File: src/hw/dzcpuPkg.sv
package dzcpuPkg;

	//////////////////////////////////////////////////
	// Micro-op word {flow, operation, operand}
	localparam int FlowCtrlWidth  = 4;
	localparam int OperationWidth = 5;
	localparam int OperandWidth   = 5;
	localparam int UopWidth       = FlowCtrlWidth + OperationWidth + OperandWidth;
	localparam int UopAddrWidth   = 9;

	//////////////////////////////////////////////////
	// Flow control codes
	localparam logic [FlowCtrlWidth-1:0] FlowOp          = 4'd0;
	localparam logic [FlowCtrlWidth-1:0] FlowInc         = 4'd1;
	localparam logic [FlowCtrlWidth-1:0] FlowEof         = 4'd2;
	localparam logic [FlowCtrlWidth-1:0] FlowIncEof      = 4'd3;
	localparam logic [FlowCtrlWidth-1:0] FlowEofFu       = 4'd4;
	localparam logic [FlowCtrlWidth-1:0] FlowIncEofFu    = 4'd5;
	localparam logic [FlowCtrlWidth-1:0] FlowIncEofZ     = 4'd6;
	localparam logic [FlowCtrlWidth-1:0] FlowIncEofNz    = 4'd7;
	localparam logic [FlowCtrlWidth-1:0] FlowUpdateFlags = 4'd8;

	// Datapath operations
	localparam logic [OperationWidth-1:0] OpNop     = 5'd0;
	localparam logic [OperationWidth-1:0] OpSma     = 5'd1;
	localparam logic [OperationWidth-1:0] OpSmw     = 5'd2;
	localparam logic [OperationWidth-1:0] OpSrm     = 5'd3;
	localparam logic [OperationWidth-1:0] OpInc16   = 5'd4;
	localparam logic [OperationWidth-1:0] OpDec16   = 5'd5;
	localparam logic [OperationWidth-1:0] OpSx16r   = 5'd6;
	localparam logic [OperationWidth-1:0] OpSrx16   = 5'd7;
	localparam logic [OperationWidth-1:0] OpAddx16  = 5'd8;
	localparam logic [OperationWidth-1:0] OpSubx16  = 5'd9;
	localparam logic [OperationWidth-1:0] OpSpc     = 5'd10;
	localparam logic [OperationWidth-1:0] OpJcb     = 5'd11;
	localparam logic [OperationWidth-1:0] OpBit     = 5'd12;
	localparam logic [OperationWidth-1:0] OpShl     = 5'd13;
	localparam logic [OperationWidth-1:0] OpZ801bop = 5'd14;
	localparam logic [OperationWidth-1:0] OpCeti    = 5'd15;

	// Register operands
	localparam logic [OperandWidth-1:0] RegB    = 5'd0;
	localparam logic [OperandWidth-1:0] RegC    = 5'd1;
	localparam logic [OperandWidth-1:0] RegD    = 5'd2;
	localparam logic [OperandWidth-1:0] RegE    = 5'd3;
	localparam logic [OperandWidth-1:0] RegH    = 5'd4;
	localparam logic [OperandWidth-1:0] RegL    = 5'd5;
	localparam logic [OperandWidth-1:0] RegA    = 5'd6;
	localparam logic [OperandWidth-1:0] RegF    = 5'd7;
	localparam logic [OperandWidth-1:0] RegSp   = 5'd8;
	localparam logic [OperandWidth-1:0] RegPc   = 5'd9;
	localparam logic [OperandWidth-1:0] RegX8   = 5'd10;
	localparam logic [OperandWidth-1:0] RegX16  = 5'd11;
	localparam logic [OperandWidth-1:0] RegNull = 5'd12;

	//////////////////////////////////////////////////
	// Control store layout

	// Short flows packed at the bottom
	localparam logic [UopAddrWidth-1:0] FlowDefault   = 9'd0;
	localparam logic [UopAddrWidth-1:0] FlowNop       = 9'd2;
	localparam logic [UopAddrWidth-1:0] FlowDi        = 9'd3;
	localparam logic [UopAddrWidth-1:0] FlowCbPrefix  = 9'd4;
	localparam logic [UopAddrWidth-1:0] FlowCbBit7    = 9'd7;
	localparam logic [UopAddrWidth-1:0] FlowCbRl      = 9'd8;
	localparam logic [UopAddrWidth-1:0] FlowCbDefault = 9'd9;

	// Relative jumps on 8-word slots
	localparam logic [UopAddrWidth-1:0] FlowJrn  = 9'd16;
	localparam logic [UopAddrWidth-1:0] FlowJrnz = 9'd24;
	localparam logic [UopAddrWidth-1:0] FlowJrz  = 9'd32;

	// Per-register flows sit on aligned rows, the low address bits pick the register
	localparam logic [UopAddrWidth-1:0] FlowIncBase  = 9'd40;
	localparam logic [UopAddrWidth-1:0] FlowDecBase  = 9'd48;
	localparam logic [UopAddrWidth-1:0] FlowLdBase   = 9'd64;
	localparam logic [UopAddrWidth-1:0] FlowAddBase  = 9'd96;
	localparam logic [UopAddrWidth-1:0] FlowSubBase  = 9'd128;
	localparam logic [UopAddrWidth-1:0] FlowPushBase = 9'd160;
	localparam logic [UopAddrWidth-1:0] FlowPopBase  = 9'd192;

	// Last word of POP AF
	localparam logic [UopAddrWidth-1:0] LastUopAddr = 9'd221;

endpackage

File: src/hw/mopDispatch.sv
`timescale 1ns/1ps

module mopDispatch
(
	input  logic [7:0]                         mop,
	input  logic [7:0]                         cbByte,
	output logic [dzcpuPkg::UopAddrWidth-1:0]  flowStart,
	output logic [dzcpuPkg::UopAddrWidth-1:0]  cbFlowStart
);

	// Main opcode table
	always_comb
	begin
		case (mop)
			8'h00: flowStart = dzcpuPkg::FlowNop;
			8'hF3: flowStart = dzcpuPkg::FlowDi;
			8'hCB: flowStart = dzcpuPkg::FlowCbPrefix;
			8'h18: flowStart = dzcpuPkg::FlowJrn;
			8'h20: flowStart = dzcpuPkg::FlowJrnz;
			8'h28: flowStart = dzcpuPkg::FlowJrz;
			// INC r, one word per register
			8'h04: flowStart = dzcpuPkg::FlowIncBase;
			8'h0C: flowStart = dzcpuPkg::FlowIncBase + 9'd1;
			8'h14: flowStart = dzcpuPkg::FlowIncBase + 9'd2;
			8'h1C: flowStart = dzcpuPkg::FlowIncBase + 9'd3;
			8'h24: flowStart = dzcpuPkg::FlowIncBase + 9'd4;
			8'h2C: flowStart = dzcpuPkg::FlowIncBase + 9'd5;
			8'h3C: flowStart = dzcpuPkg::FlowIncBase + 9'd6;
			// DEC r
			8'h05: flowStart = dzcpuPkg::FlowDecBase;
			8'h0D: flowStart = dzcpuPkg::FlowDecBase + 9'd1;
			8'h15: flowStart = dzcpuPkg::FlowDecBase + 9'd2;
			8'h1D: flowStart = dzcpuPkg::FlowDecBase + 9'd3;
			8'h25: flowStart = dzcpuPkg::FlowDecBase + 9'd4;
			8'h2D: flowStart = dzcpuPkg::FlowDecBase + 9'd5;
			8'h3D: flowStart = dzcpuPkg::FlowDecBase + 9'd6;
			// LD r,n on 4-word rows
			8'h06: flowStart = dzcpuPkg::FlowLdBase;
			8'h0E: flowStart = dzcpuPkg::FlowLdBase + 9'd4;
			8'h16: flowStart = dzcpuPkg::FlowLdBase + 9'd8;
			8'h1E: flowStart = dzcpuPkg::FlowLdBase + 9'd12;
			8'h26: flowStart = dzcpuPkg::FlowLdBase + 9'd16;
			8'h2E: flowStart = dzcpuPkg::FlowLdBase + 9'd20;
			8'h3E: flowStart = dzcpuPkg::FlowLdBase + 9'd24;
			// ADD A,r
			8'h80: flowStart = dzcpuPkg::FlowAddBase;
			8'h81: flowStart = dzcpuPkg::FlowAddBase + 9'd4;
			8'h82: flowStart = dzcpuPkg::FlowAddBase + 9'd8;
			8'h83: flowStart = dzcpuPkg::FlowAddBase + 9'd12;
			8'h84: flowStart = dzcpuPkg::FlowAddBase + 9'd16;
			8'h85: flowStart = dzcpuPkg::FlowAddBase + 9'd20;
			8'h87: flowStart = dzcpuPkg::FlowAddBase + 9'd24;
			// SUB r
			8'h90: flowStart = dzcpuPkg::FlowSubBase;
			8'h91: flowStart = dzcpuPkg::FlowSubBase + 9'd4;
			8'h92: flowStart = dzcpuPkg::FlowSubBase + 9'd8;
			8'h93: flowStart = dzcpuPkg::FlowSubBase + 9'd12;
			8'h94: flowStart = dzcpuPkg::FlowSubBase + 9'd16;
			8'h95: flowStart = dzcpuPkg::FlowSubBase + 9'd20;
			8'h97: flowStart = dzcpuPkg::FlowSubBase + 9'd24;
			// Stack pairs BC, DE, HL, AF on 8-word rows
			8'hC5: flowStart = dzcpuPkg::FlowPushBase;
			8'hD5: flowStart = dzcpuPkg::FlowPushBase + 9'd8;
			8'hE5: flowStart = dzcpuPkg::FlowPushBase + 9'd16;
			8'hF5: flowStart = dzcpuPkg::FlowPushBase + 9'd24;
			8'hC1: flowStart = dzcpuPkg::FlowPopBase;
			8'hD1: flowStart = dzcpuPkg::FlowPopBase + 9'd8;
			8'hE1: flowStart = dzcpuPkg::FlowPopBase + 9'd16;
			8'hF1: flowStart = dzcpuPkg::FlowPopBase + 9'd24;
			default: flowStart = dzcpuPkg::FlowDefault;
		endcase
	end

	// Second byte after the CB prefix
	always_comb
	begin
		case (cbByte)
			8'h7C: cbFlowStart = dzcpuPkg::FlowCbBit7;
			8'h11: cbFlowStart = dzcpuPkg::FlowCbRl;
			default: cbFlowStart = dzcpuPkg::FlowCbDefault;
		endcase
	end

endmodule

File: src/hw/ucodeRom.sv
`timescale 1ns/1ps

module ucodeRom
(
	input  logic [dzcpuPkg::UopAddrWidth-1:0]  uopAddr,
	output logic [dzcpuPkg::UopWidth-1:0]      uop
);

	localparam logic [dzcpuPkg::UopWidth-1:0] NopStep =
		{dzcpuPkg::FlowOp, dzcpuPkg::OpNop, dzcpuPkg::RegNull};

	logic [dzcpuPkg::OperandWidth-1:0]   slotReg;
	logic [dzcpuPkg::OperandWidth-1:0]   rowReg;
	logic [dzcpuPkg::OperandWidth-1:0]   pairHigh;
	logic [dzcpuPkg::OperandWidth-1:0]   pairLow;
	logic [dzcpuPkg::FlowCtrlWidth-1:0]  jrCond;

	// Register index in opcode order, index 7 is F so that pair 3 reads AF
	function automatic logic [dzcpuPkg::OperandWidth-1:0] regOf(input logic [2:0] idx);
		case (idx)
			3'd0: regOf = dzcpuPkg::RegB;
			3'd1: regOf = dzcpuPkg::RegC;
			3'd2: regOf = dzcpuPkg::RegD;
			3'd3: regOf = dzcpuPkg::RegE;
			3'd4: regOf = dzcpuPkg::RegH;
			3'd5: regOf = dzcpuPkg::RegL;
			3'd6: regOf = dzcpuPkg::RegA;
			default: regOf = dzcpuPkg::RegF;
		endcase
	endfunction

	assign slotReg  = regOf(uopAddr[2:0]);
	assign rowReg   = regOf(uopAddr[4:2]);
	assign pairHigh = regOf({uopAddr[4:3], 1'b0});
	assign pairLow  = regOf({uopAddr[4:3], 1'b1});

	// Only the conditional jumps may leave at the offset fetch
	assign jrCond = (uopAddr == dzcpuPkg::FlowJrnz + 9'd2) ? dzcpuPkg::FlowIncEofZ :
	                (uopAddr == dzcpuPkg::FlowJrz + 9'd2)  ? dzcpuPkg::FlowIncEofNz :
	                                                         dzcpuPkg::FlowInc;

	always_comb
	begin
		case (uopAddr) inside
			//////////////////////////////////////////////////
			// Single byte flows
			dzcpuPkg::FlowDefault:
				uop = {dzcpuPkg::FlowUpdateFlags, dzcpuPkg::OpZ801bop, dzcpuPkg::RegA};
			dzcpuPkg::FlowDefault + 9'd1:
				uop = {dzcpuPkg::FlowIncEof, dzcpuPkg::OpNop, dzcpuPkg::RegNull};
			dzcpuPkg::FlowNop:
				uop = {dzcpuPkg::FlowIncEof, dzcpuPkg::OpNop, dzcpuPkg::RegNull};
			dzcpuPkg::FlowDi:
				uop = {dzcpuPkg::FlowIncEof, dzcpuPkg::OpCeti, dzcpuPkg::RegNull};

			//////////////////////////////////////////////////
			// CB prefix, the jcb word jumps on the second byte
			dzcpuPkg::FlowCbPrefix:
				uop = {dzcpuPkg::FlowInc, dzcpuPkg::OpSma, dzcpuPkg::RegPc};
			dzcpuPkg::FlowCbPrefix + 9'd1:
				uop = {dzcpuPkg::FlowOp, dzcpuPkg::OpNop, dzcpuPkg::RegNull};
			dzcpuPkg::FlowCbPrefix + 9'd2:
				uop = {dzcpuPkg::FlowInc, dzcpuPkg::OpJcb, dzcpuPkg::RegNull};
			dzcpuPkg::FlowCbBit7:
				uop = {dzcpuPkg::FlowEofFu, dzcpuPkg::OpBit, dzcpuPkg::RegNull};
			dzcpuPkg::FlowCbRl:
				uop = {dzcpuPkg::FlowEofFu, dzcpuPkg::OpShl, dzcpuPkg::RegNull};
			dzcpuPkg::FlowCbDefault:
				uop = {dzcpuPkg::FlowEofFu, dzcpuPkg::OpZ801bop, dzcpuPkg::RegNull};

			//////////////////////////////////////////////////
			// JR n, JR NZ, JR Z
			[dzcpuPkg::FlowJrn : dzcpuPkg::FlowJrz + 9'd5]:
				case (uopAddr[2:0])
					3'd0: uop = {dzcpuPkg::FlowInc, dzcpuPkg::OpSma, dzcpuPkg::RegPc};
					3'd1: uop = {dzcpuPkg::FlowOp, dzcpuPkg::OpNop, dzcpuPkg::RegNull};
					3'd2: uop = {jrCond, dzcpuPkg::OpSrm, dzcpuPkg::RegX8};
					3'd3: uop = {dzcpuPkg::FlowOp, dzcpuPkg::OpSx16r, dzcpuPkg::RegPc};
					3'd4: uop = {dzcpuPkg::FlowOp, dzcpuPkg::OpAddx16, dzcpuPkg::RegX8};
					3'd5: uop = {dzcpuPkg::FlowEof, dzcpuPkg::OpSpc, dzcpuPkg::RegX16};
					default: uop = NopStep;
				endcase

			//////////////////////////////////////////////////
			// Register flows
			[dzcpuPkg::FlowIncBase : dzcpuPkg::FlowIncBase + 9'd6]:
				uop = {dzcpuPkg::FlowIncEofFu, dzcpuPkg::OpInc16, slotReg};
			[dzcpuPkg::FlowDecBase : dzcpuPkg::FlowDecBase + 9'd6]:
				uop = {dzcpuPkg::FlowIncEofFu, dzcpuPkg::OpDec16, slotReg};
			[dzcpuPkg::FlowLdBase : dzcpuPkg::FlowLdBase + 9'd27]:
				case (uopAddr[1:0])
					2'd0: uop = {dzcpuPkg::FlowInc, dzcpuPkg::OpSma, dzcpuPkg::RegPc};
					2'd1: uop = {dzcpuPkg::FlowInc, dzcpuPkg::OpNop, dzcpuPkg::RegNull};
					2'd2: uop = {dzcpuPkg::FlowEof, dzcpuPkg::OpSrm, rowReg};
					default: uop = NopStep;
				endcase
			[dzcpuPkg::FlowAddBase : dzcpuPkg::FlowAddBase + 9'd27]:
				case (uopAddr[1:0])
					2'd0: uop = {dzcpuPkg::FlowOp, dzcpuPkg::OpSx16r, dzcpuPkg::RegA};
					2'd1: uop = {dzcpuPkg::FlowUpdateFlags, dzcpuPkg::OpAddx16, rowReg};
					2'd2: uop = {dzcpuPkg::FlowIncEof, dzcpuPkg::OpSrx16, dzcpuPkg::RegA};
					default: uop = NopStep;
				endcase
			[dzcpuPkg::FlowSubBase : dzcpuPkg::FlowSubBase + 9'd27]:
				case (uopAddr[1:0])
					2'd0: uop = {dzcpuPkg::FlowOp, dzcpuPkg::OpSx16r, dzcpuPkg::RegA};
					2'd1: uop = {dzcpuPkg::FlowUpdateFlags, dzcpuPkg::OpSubx16, rowReg};
					2'd2: uop = {dzcpuPkg::FlowIncEof, dzcpuPkg::OpSrx16, dzcpuPkg::RegA};
					default: uop = NopStep;
				endcase

			//////////////////////////////////////////////////
			// Stack flows, high byte pushed first
			[dzcpuPkg::FlowPushBase : dzcpuPkg::FlowPushBase + 9'd29]:
				case (uopAddr[2:0])
					3'd0: uop = {dzcpuPkg::FlowOp, dzcpuPkg::OpDec16, dzcpuPkg::RegSp};
					3'd1: uop = {dzcpuPkg::FlowOp, dzcpuPkg::OpSma, dzcpuPkg::RegSp};
					3'd2: uop = {dzcpuPkg::FlowOp, dzcpuPkg::OpSmw, pairHigh};
					3'd3: uop = {dzcpuPkg::FlowOp, dzcpuPkg::OpDec16, dzcpuPkg::RegSp};
					3'd4: uop = {dzcpuPkg::FlowOp, dzcpuPkg::OpSmw, pairLow};
					3'd5: uop = {dzcpuPkg::FlowIncEof, dzcpuPkg::OpSma, dzcpuPkg::RegPc};
					default: uop = NopStep;
				endcase
			[dzcpuPkg::FlowPopBase : dzcpuPkg::LastUopAddr]:
				case (uopAddr[2:0])
					3'd0: uop = {dzcpuPkg::FlowOp, dzcpuPkg::OpSma, dzcpuPkg::RegSp};
					3'd1: uop = {dzcpuPkg::FlowOp, dzcpuPkg::OpInc16, dzcpuPkg::RegSp};
					3'd2: uop = {dzcpuPkg::FlowOp, dzcpuPkg::OpSrm, pairLow};
					3'd3: uop = {dzcpuPkg::FlowOp, dzcpuPkg::OpSrm, pairHigh};
					3'd4: uop = {dzcpuPkg::FlowInc, dzcpuPkg::OpInc16, dzcpuPkg::RegSp};
					3'd5: uop = {dzcpuPkg::FlowEof, dzcpuPkg::OpSma, dzcpuPkg::RegPc};
					default: uop = NopStep;
				endcase
			default: uop = NopStep;
		endcase
	end

	// Any address the sequencer settles on stays inside the table
	assert property (@(uopAddr)
		!$isunknown(uopAddr) |-> uopAddr <= dzcpuPkg::LastUopAddr);

endmodule

File: src/hw/microSequencer.sv
`timescale 1ns/1ps

module microSequencer
(
	input  logic                                 Clock,
	input  logic                                 reset,
	input  logic [dzcpuPkg::UopWidth-1:0]        uop,
	input  logic                                 zeroFlag,
	input  logic [dzcpuPkg::UopAddrWidth-1:0]    flowStart,
	input  logic [dzcpuPkg::UopAddrWidth-1:0]    cbFlowStart,
	output logic [dzcpuPkg::UopAddrWidth-1:0]    uopAddr,
	output logic                                 fetch,
	output logic                                 uopValid,
	output logic                                 pcInc,
	output logic                                 flagUpdate,
	output logic                                 endFlow,
	output logic [dzcpuPkg::OperationWidth-1:0]  operation,
	output logic [dzcpuPkg::OperandWidth-1:0]    operand
);

	logic                                running;
	logic [dzcpuPkg::FlowCtrlWidth-1:0]  flowCtrl;
	logic                                incCode;
	logic                                fuCode;
	logic                                eofCode;

	// Split the word into its fields
	assign flowCtrl  = uop[dzcpuPkg::UopWidth-1 -: dzcpuPkg::FlowCtrlWidth];
	assign operation = uop[dzcpuPkg::OperandWidth +: dzcpuPkg::OperationWidth];
	assign operand   = uop[dzcpuPkg::OperandWidth-1:0];

	// Dispatch cycle whenever no flow is running
	assign fetch    = !running;
	assign uopValid = running;

	//////////////////////////////////////////////////
	// Flow code decode
	always_comb
	begin
		incCode = 1'b0;
		fuCode  = 1'b0;
		eofCode = 1'b0;
		case (flowCtrl)
			dzcpuPkg::FlowInc:
				incCode = 1'b1;
			dzcpuPkg::FlowEof:
				eofCode = 1'b1;
			dzcpuPkg::FlowIncEof:
			begin
				incCode = 1'b1;
				eofCode = 1'b1;
			end
			dzcpuPkg::FlowEofFu:
			begin
				fuCode  = 1'b1;
				eofCode = 1'b1;
			end
			dzcpuPkg::FlowIncEofFu:
			begin
				incCode = 1'b1;
				fuCode  = 1'b1;
				eofCode = 1'b1;
			end
			// Conditional end uses the flag of this very cycle
			dzcpuPkg::FlowIncEofZ:
			begin
				incCode = 1'b1;
				eofCode = zeroFlag;
			end
			dzcpuPkg::FlowIncEofNz:
			begin
				incCode = 1'b1;
				eofCode = !zeroFlag;
			end
			dzcpuPkg::FlowUpdateFlags:
				fuCode = 1'b1;
			default: ;
		endcase
	end

	assign pcInc      = running && incCode;
	assign flagUpdate = running && fuCode;
	assign endFlow    = running && eofCode;

	//////////////////////////////////////////////////
	// Micro-program counter
	always_ff @(posedge Clock)
	begin
		if (reset)
		begin
			running <= 1'b0;
			uopAddr <= dzcpuPkg::FlowDefault;
		end
		else if (!running)
		begin
			running <= 1'b1;
			uopAddr <= flowStart;
		end
		else if (endFlow)
			running <= 1'b0;    // address holds on the last word
		else if (operation == dzcpuPkg::OpJcb)
			uopAddr <= cbFlowStart;
		else
			uopAddr <= uopAddr + 1'b1;
	end

	// A jcb word must not end its flow or the CB jump is lost
	assert property (@(posedge Clock) disable iff (reset)
		(uopValid && operation == dzcpuPkg::OpJcb) |-> !endFlow);

	// Every finished flow hands over to dispatch
	assert property (@(posedge Clock) disable iff (reset)
		endFlow |=> fetch);

endmodule

File: src/hw/ucodeController.sv
`timescale 1ns/1ps

module ucodeController
(
	input  logic                                 Clock,
	input  logic                                 reset,
	input  logic [7:0]                           mop,
	input  logic                                 zeroFlag,
	output logic                                 fetch,
	output logic                                 uopValid,
	output logic [dzcpuPkg::OperationWidth-1:0]  operation,
	output logic [dzcpuPkg::OperandWidth-1:0]    operand,
	output logic                                 pcInc,
	output logic                                 flagUpdate,
	output logic                                 endFlow
);

	logic [dzcpuPkg::UopAddrWidth-1:0]  flowStart;
	logic [dzcpuPkg::UopAddrWidth-1:0]  cbFlowStart;
	logic [dzcpuPkg::UopAddrWidth-1:0]  uopAddr;
	logic [dzcpuPkg::UopWidth-1:0]      uop;

	// The bus byte is the opcode at dispatch and the CB byte at jcb
	mopDispatch dispatch
	(
		.mop         (mop),
		.cbByte      (mop),
		.flowStart   (flowStart),
		.cbFlowStart (cbFlowStart)
	);

	ucodeRom rom
	(
		.uopAddr (uopAddr),
		.uop     (uop)
	);

	microSequencer sequencer
	(
		.Clock       (Clock),
		.reset       (reset),
		.uop         (uop),
		.zeroFlag    (zeroFlag),
		.flowStart   (flowStart),
		.cbFlowStart (cbFlowStart),
		.uopAddr     (uopAddr),
		.fetch       (fetch),
		.uopValid    (uopValid),
		.pcInc       (pcInc),
		.flagUpdate  (flagUpdate),
		.endFlow     (endFlow),
		.operation   (operation),
		.operand     (operand)
	);

endmodule

File: config.mk
export PLATFORM = sky130hd
export DESIGN_NAME = ucodeController
export DESIGN_NICKNAME = d
export VERILOG_FILES = /design/src/hw/dzcpuPkg.sv /design/src/hw/mopDispatch.sv /design/src/hw/ucodeRom.sv /design/src/hw/microSequencer.sv /design/src/hw/ucodeController.sv
export SDC_FILE = /design/constraint.sdc
export NUM_CORES = 1
export LEC_CHECK = 0
export ABC_AREA = 1
export BUFFER_PORTS_ARGS = -buffer_cell sky130_fd_sc_hd__buf_2
export CAP_MARGIN = 30
export CORE_MARGIN = 3
export CORE_UTILIZATION = 40
export DETAILED_ROUTE_END_ITERATION = 10
export GPL_TIMING_DRIVEN = 1
export SETUP_SLACK_MARGIN = 0.2
export SYNTH_ARGS = -nofsm -noshare
export SYNTH_HDL_FRONTEND = slang
export SYNTH_SLANG_ARGS = --single-unit
File: constraint.sdc
create_clock -name Clock -period 9.85 [get_ports Clock]
set_input_delay 2.955 -clock Clock [delete_from_list [all_inputs] [get_ports Clock]]
set_output_delay 2.955 -clock Clock [all_outputs]
set_load 0.01 [all_outputs]
* Word level (Yosys, flattened, before mapping)
Index checks and enable logic that the tools add are counted.
** Cells by class
- $add $sub $neg :: 1
- Order comparisons :: 16
- Eq/ne operators :: 88
- Multiplexer cells :: 40
- Reductions and logical operators :: 23
** Operator list (number)
- 8-bit one-hot mux with 49 select lines :: 1
- 14-bit 2-to-1 mux :: 18
- 8-bit equality test, second input constant :: 24
- 8-bit by 6-bit equality test with 1-bit output, second input constant :: 11
- 14-bit one-hot mux with 3 select lines :: 2
- 12-bit one-hot mux with 6 select lines :: 1
- 14-bit one-hot mux with 5 select lines :: 1
- 8-bit by 5-bit equality test with 1-bit output, second input constant :: 8
- 12-bit one-hot mux with 5 select lines :: 1
- 3-bit one-hot mux with 7 select lines :: 2
- 9-bit by 3-bit equality test with 1-bit output, second input constant :: 4
- 12-bit one-hot mux with 3 select lines :: 1
- 9-bit by 8-bit >= comparator with 1-bit output, second input constant :: 3
- 9-bit by 6-bit less-or-equal comparator with 1-bit output, second input constant :: 3
- 9-bit by 8-bit less-or-equal comparator with 1-bit output, second input constant :: 3
- 9-bit 2-to-1 mux :: 3
- 8-bit by 3-bit equality test with 1-bit output, second input constant :: 3
- 8-bit by 4-bit equality test with 1-bit output, second input constant :: 3
- 5-bit one-hot mux with 4 select lines :: 1
- 3-bit equality test, second input constant :: 6
- 9-bit by 2-bit equality test with 1-bit output, second input constant :: 2
- 9-bit by 4-bit equality test with 1-bit output, second input constant :: 2
- 9-bit by 6-bit >= comparator with 1-bit output, second input constant :: 2
- 9-bit by 7-bit >= comparator with 1-bit output, second input constant :: 2
- other kinds (33) :: 61
** Storage, ports and cells
- Bits in registers :: 10
- Input port bits :: 11
- Output and inout bits :: 15
- Word-level logic and storage cells :: 170

* Logic depth before layout (Yosys ltp)
- Depth in word-level cells :: 27
- Mapped depth :: 25
- Depth with buffers taken out :: 24

* Modules after synthesis
Synthesis repeated with hierarchy kept, for this count alone.
** Unflattened totals
- Cells, all modules :: 643
- Area, all modules :: 3251.9 um^2
** Modules (own cells, without submodules)
- ucodeRom :: times used 1, cells each 301, area each 1478.9 um^2, seq. area each 0.0 um^2
- microSequencer :: times used 1, cells each 159, area each 962.2 um^2, seq. area each 200.2 um^2
- mopDispatch :: times used 1, cells each 183, area each 810.8 um^2, seq. area each 0.0 um^2

* Worst setup path after synthesis
No wires, ideal clock.
- Path kind :: input -> output
- Start :: input port zeroFlag
- End :: output port endFlow
- Arrival :: 3.403 ns
- Data required time :: 6.895 ns
- Setup slack :: 3.492 ns
- Cell stages on the path :: 6
- Path buffers :: 0
- Path through :: inv_1 > nand3_1 > nand3_2 > nand2_4 > nand2_4 > clkinv_2
** On the way
- Longest elaborated chain between the ends :: 3
** RTL lines
- start: declaration :: RTL line ucodeController.sv:8 : input logic zeroFlag,
- 1-bit logical NOT :: RTL line microSequencer.sv:73 : eofCode = !zeroFlag;
- 1-bit one-hot mux with 3 select lines * :: RTL line microSequencer.sv:43 : case (flowCtrl)
- 1-bit logical AND * :: RTL line microSequencer.sv:83 : assign endFlow = running && eofCode;
- end: declaration :: RTL line ucodeController.sv:15 : output logic endFlow
Every way passes the cells marked *; elsewhere a longest branch is shown, timed or not.

* Worst setup path in the final report
Same ends and word-level chain as after synthesis.

==> results.md <==
- The clock network fraction of design power is 8.2%.
- The area of combinational cells with multiple inputs is 2080 sq um.
- The depth of the worst register-to-register path is 23.
- Setup violations remaining at the end of the flow were counted as 0.
- The post-CTS setup buffer count is 0.
- The transition time of the tightest slew-check pin is 820 ps.
- The congestion estimate from routability-driven global placement came to 1.06.
- The number of global-route vias before repair is 3201.
- The arrival time of the worst setup path is 3720 ps.
- The global-route wire length before repair is 15200 um.
- The worst setup margin is 3170 ps.
- The number of gates resized after CTS is 0.
- In this run the critical register-to-register path is captured at sequencer.uopAddr[2]$_SDFFE_PP0P_.
- The completed layout was analyzed and its total power is 640 uW.
- The number of I/O pins is 26.
- The worst setup timing slack at the placement stage is 3170 ps.
- The flow ran to the end, and the final reports show no timing, DRC or antenna violations.
- After layout, the worst path uses 67.8% of the clock period.
- Relative to the synthesized area, the layout overhead comes to 6.19%.
- For this design the ratio of total power to cell area is 219 nW/um^2.
- In this run the power spent charging and discharging nets is 397 uW.
- The clock skew after layout is 1.15 ps.
- Registers take 200 sq um.
- The routed design has 9190 um of wire.
- TritonCTS built the clock tree.
- The number of hold violations in the final report is 0.
- After technology mapping, the gate count stands at 532.
- The later-pin clock latency in the skew report is 240 ps.
- The relative max-transition margin is 45.3%.
- The cell-internal power is 243 uW.
- The die covers 7900 sq um.
- The initial antenna violation count is 0.
- After clock tree synthesis, the flow added hold-fix buffers numbering 0.
- The count of final max-slew check failures is 0.
- The synthesized design contains 0 enable-type register cells.
- CTS saw 10 sinks.
- The library cells used most frequently in the layout, excluding fill and tap cells, are sky130_fd_sc_hd__nand2_1, sky130_fd_sc_hd__inv_1, sky130_fd_sc_hd__nor2_1.
- The clock buffer count from CTS is 3.
- The number of maximum-capacitance constraint violations is 0.
- No sink is reached through more buffers than the 2 on the longest clock path.
- For this run, asynchronously set or reset flops after synthesis account for 0%.
- The total of warnings raised by yosys is 0.
- Counting flops and latches in the post-synthesis netlist gives 10.
- In the synthesized netlist the dominant register cell turns out to be sky130_fd_sc_hd__dfxtp_1.
- After detailed routing, the average wire length per cell comes to 14.7 um.
- The count of cell types in the netlist is 50.
- The core box area is 6490 sq um.
- The path with the worst hold slack has its endpoint at sequencer.uopAddr[6]$_SDFFE_PP0P_.
- Summing every instance area after synthesis gives 2750 sq um.
- The share of post-route cells with drive strength above 1 is 12.6%.
- In this run the register-to-register setup slack is 6640 ps.
- Timing would allow up to 150 MHz.
- The initial cell density of the core is 42.3%.
- The startpoint of the worst-slack reg-to-reg timing path is sequencer.uopAddr[0]$_SDFFE_PP0P_.
- The number of nets with antenna violations after routing is 0.
- After clock tree synthesis, the clock-pin slew on the worst setup and hold paths is 50 ps.
- The cell sitting at the root of the clock tree is a sky130_fd_sc_hd__clkbuf_8.
- The share of power burned in combinational logic is 77.9%.
- Subtracting the final worst setup slack from the clock period gives 6680 ps.
- The die is 88.9 um wide.
- For this run the aggregate overflow at the end of global routing stands at 0.
- The routed via count divided by cell count is 5.72.
- Detailed placement finished with a half-perimeter wire length of 7390 um.
- The share of the yosys chip area belonging to registers is 7.28%.
- The number of DRC markers after the initial detailed-route iteration is 288.
- The placed cell count is 620.
- The category of the critical setup timing path is input port to primary output.
- The final net count is 566.
- Setup repair after global routing left no endpoint under its margin.
- The total routing usage reported by global routing is 24.3%.
- The most frequent standard cell in the layout excluding fill and tap cells is sky130_fd_sc_hd__nand2_1.
- The largest voltage drop on the vdd net is 0.141 mV.
- The post-detailed-route DRC marker count is 0.
- In this run, flip-flops and latches consume 13.9% of the power.
- The setup TNS after final layout is 0 ps.
- The depth of the CTS H-tree is 1.
- The total via count in the routed design is 3567.
- The required arrival time at the worst endpoint is 6900 ps.
- The antenna cell count is 0.
- The analysis attributes to cell leakage a power of 0.00142 uW.
- The number of rows created at floorplan is 29.
- The finished layout holds 624 standard cells, fillers aside.
- The path class of the tightest hold or removal check is register to register.
- The pin count of the biggest net entering global routing is 23.
- The fraction of power spent switching nets is 62.1%.
- The detailed-routing iteration count for the pre-antenna-repair pass is 6.
- Each instance of the synthesized netlist takes up on average 5.17 sq um.
- The worst hold path begins at sequencer.uopAddr[6]$_SDFFE_PP0P_.
- STA classifies the critical path startpoint as an input port.
- During placement, the flow inserted port buffers numbering 23.
- Along the worst hold path, the cell count comes to 2.
- Cells fill 44.9% of the core in the end.
- The die is 88.9 um tall.
- STA classifies the critical path endpoint as a primary output.
- Of all nets on the critical path, the largest fanout is 9.
- The filler cell count in the final layout is 729.
state kept, by name (all words and copies together), names as in the netlist:
signal / flops
sequencer.uopAddr: 9
sequencer.uopValid: 1
cell families after synthesis:
| group | share of synthesized area (%) |
|---|---|
| and+or+nand+nor | 52.2 |
| buffers and inverters | 17.2 |
| AOI/OAI and AO/OA | 20.0 |
| DFF | 7.28 |
| adders and majority gates | 3.19 |
| other | 0.136 |
worst max-delay path, stage by stage:
cell                       delay (ps)
sky130_fd_sc_hd__buf_2            100
sky130_fd_sc_hd__inv_1             50
sky130_fd_sc_hd__nand3_1           80
sky130_fd_sc_hd__nand3_2          100
sky130_fd_sc_hd__nand2_4           90
sky130_fd_sc_hd__nand2_4           90
sky130_fd_sc_hd__clkinv_2         100
sky130_fd_sc_hd__buf_2            150
power groups by stage:
stage                     sequential (uW)  clock [uW]  combinational, uW
after floorplan                      63.9           0                379
after global placement               88.4           0                492
after detailed placement             88.5           0                488
after CTS                            87.5        54.1                491
after global routing                 91.1        54.7                559
final                                88.8        52.3                499
per-layer routing:
layer / global-route usage [%] / share of wire (%) / vias to the layer above
li1: - / - / 1760
met1: 36.0 / 47 / 1605
met2: 35.6 / 42 / 188
met3: 3.50 / 9.6 / 14
met4: 7.97 / 2.0 / 0
met5: 0 / 0 / -
cell usage after synthesis (3+ instances only):
library cell	number	share of area [%]
sky130_fd_sc_hd__a21oi_1	30	5.5
sky130_fd_sc_hd__a31oi_1	6	1.4
sky130_fd_sc_hd__buf_4	5	1.4
sky130_fd_sc_hd__buf_6	4	1.6
sky130_fd_sc_hd__dfxtp_1	10	7.3
sky130_fd_sc_hd__ha_1	7	3.2
sky130_fd_sc_hd__inv_1	86	12
sky130_fd_sc_hd__inv_2	9	1.2
sky130_fd_sc_hd__nand2_1	122	17
sky130_fd_sc_hd__nand2_2	7	1.6
sky130_fd_sc_hd__nand2_4	3	1.2
sky130_fd_sc_hd__nand3_1	50	9.1
sky130_fd_sc_hd__nand4_1	9	2.0
sky130_fd_sc_hd__nor2_1	84	11
sky130_fd_sc_hd__nor2_2	7	1.6
sky130_fd_sc_hd__nor2_4	4	1.6
sky130_fd_sc_hd__nor3_1	11	2.0
sky130_fd_sc_hd__nor4_1	8	1.8
sky130_fd_sc_hd__o211ai_1	6	1.6
sky130_fd_sc_hd__o21ai_0	22	4.0
sky130_fd_sc_hd__o21ai_1	4	0.73
how the worst max path moves through the flow:
stage | start | to | slack [ps]
final | zeroFlag | endFlow | 3170
after global routing | zeroFlag | endFlow | 3100
after CTS | zeroFlag | endFlow | 3170
after detailed placement | zeroFlag | endFlow | 3170
after global placement | zeroFlag | endFlow | 3180
after floorplan | zeroFlag | endFlow | 3490
area by class of cell:
cell class | count | share of cell area (%)
Clock buffer | 4 | 1.89
Inverter | 98 | 12.7
Multi-Input combinational cell | 412 | 71.3
Sequential cell | 10 | 6.86
Tap cell | 77 | 3.30
Timing Repair Buffer | 23 | 3.94
metrics by stage:
stage | area [sq um] | hold WS, ps
3_5_place_dp | 2860 | 626
6_report | 2920 | 646
5_1_grt | 2920 | 662
2_1_floorplan | 2750 | 561
4_1_cts | 2920 | 637
3_3_place_gp | 2860 | 625
(Power assumes the default switching activity.)
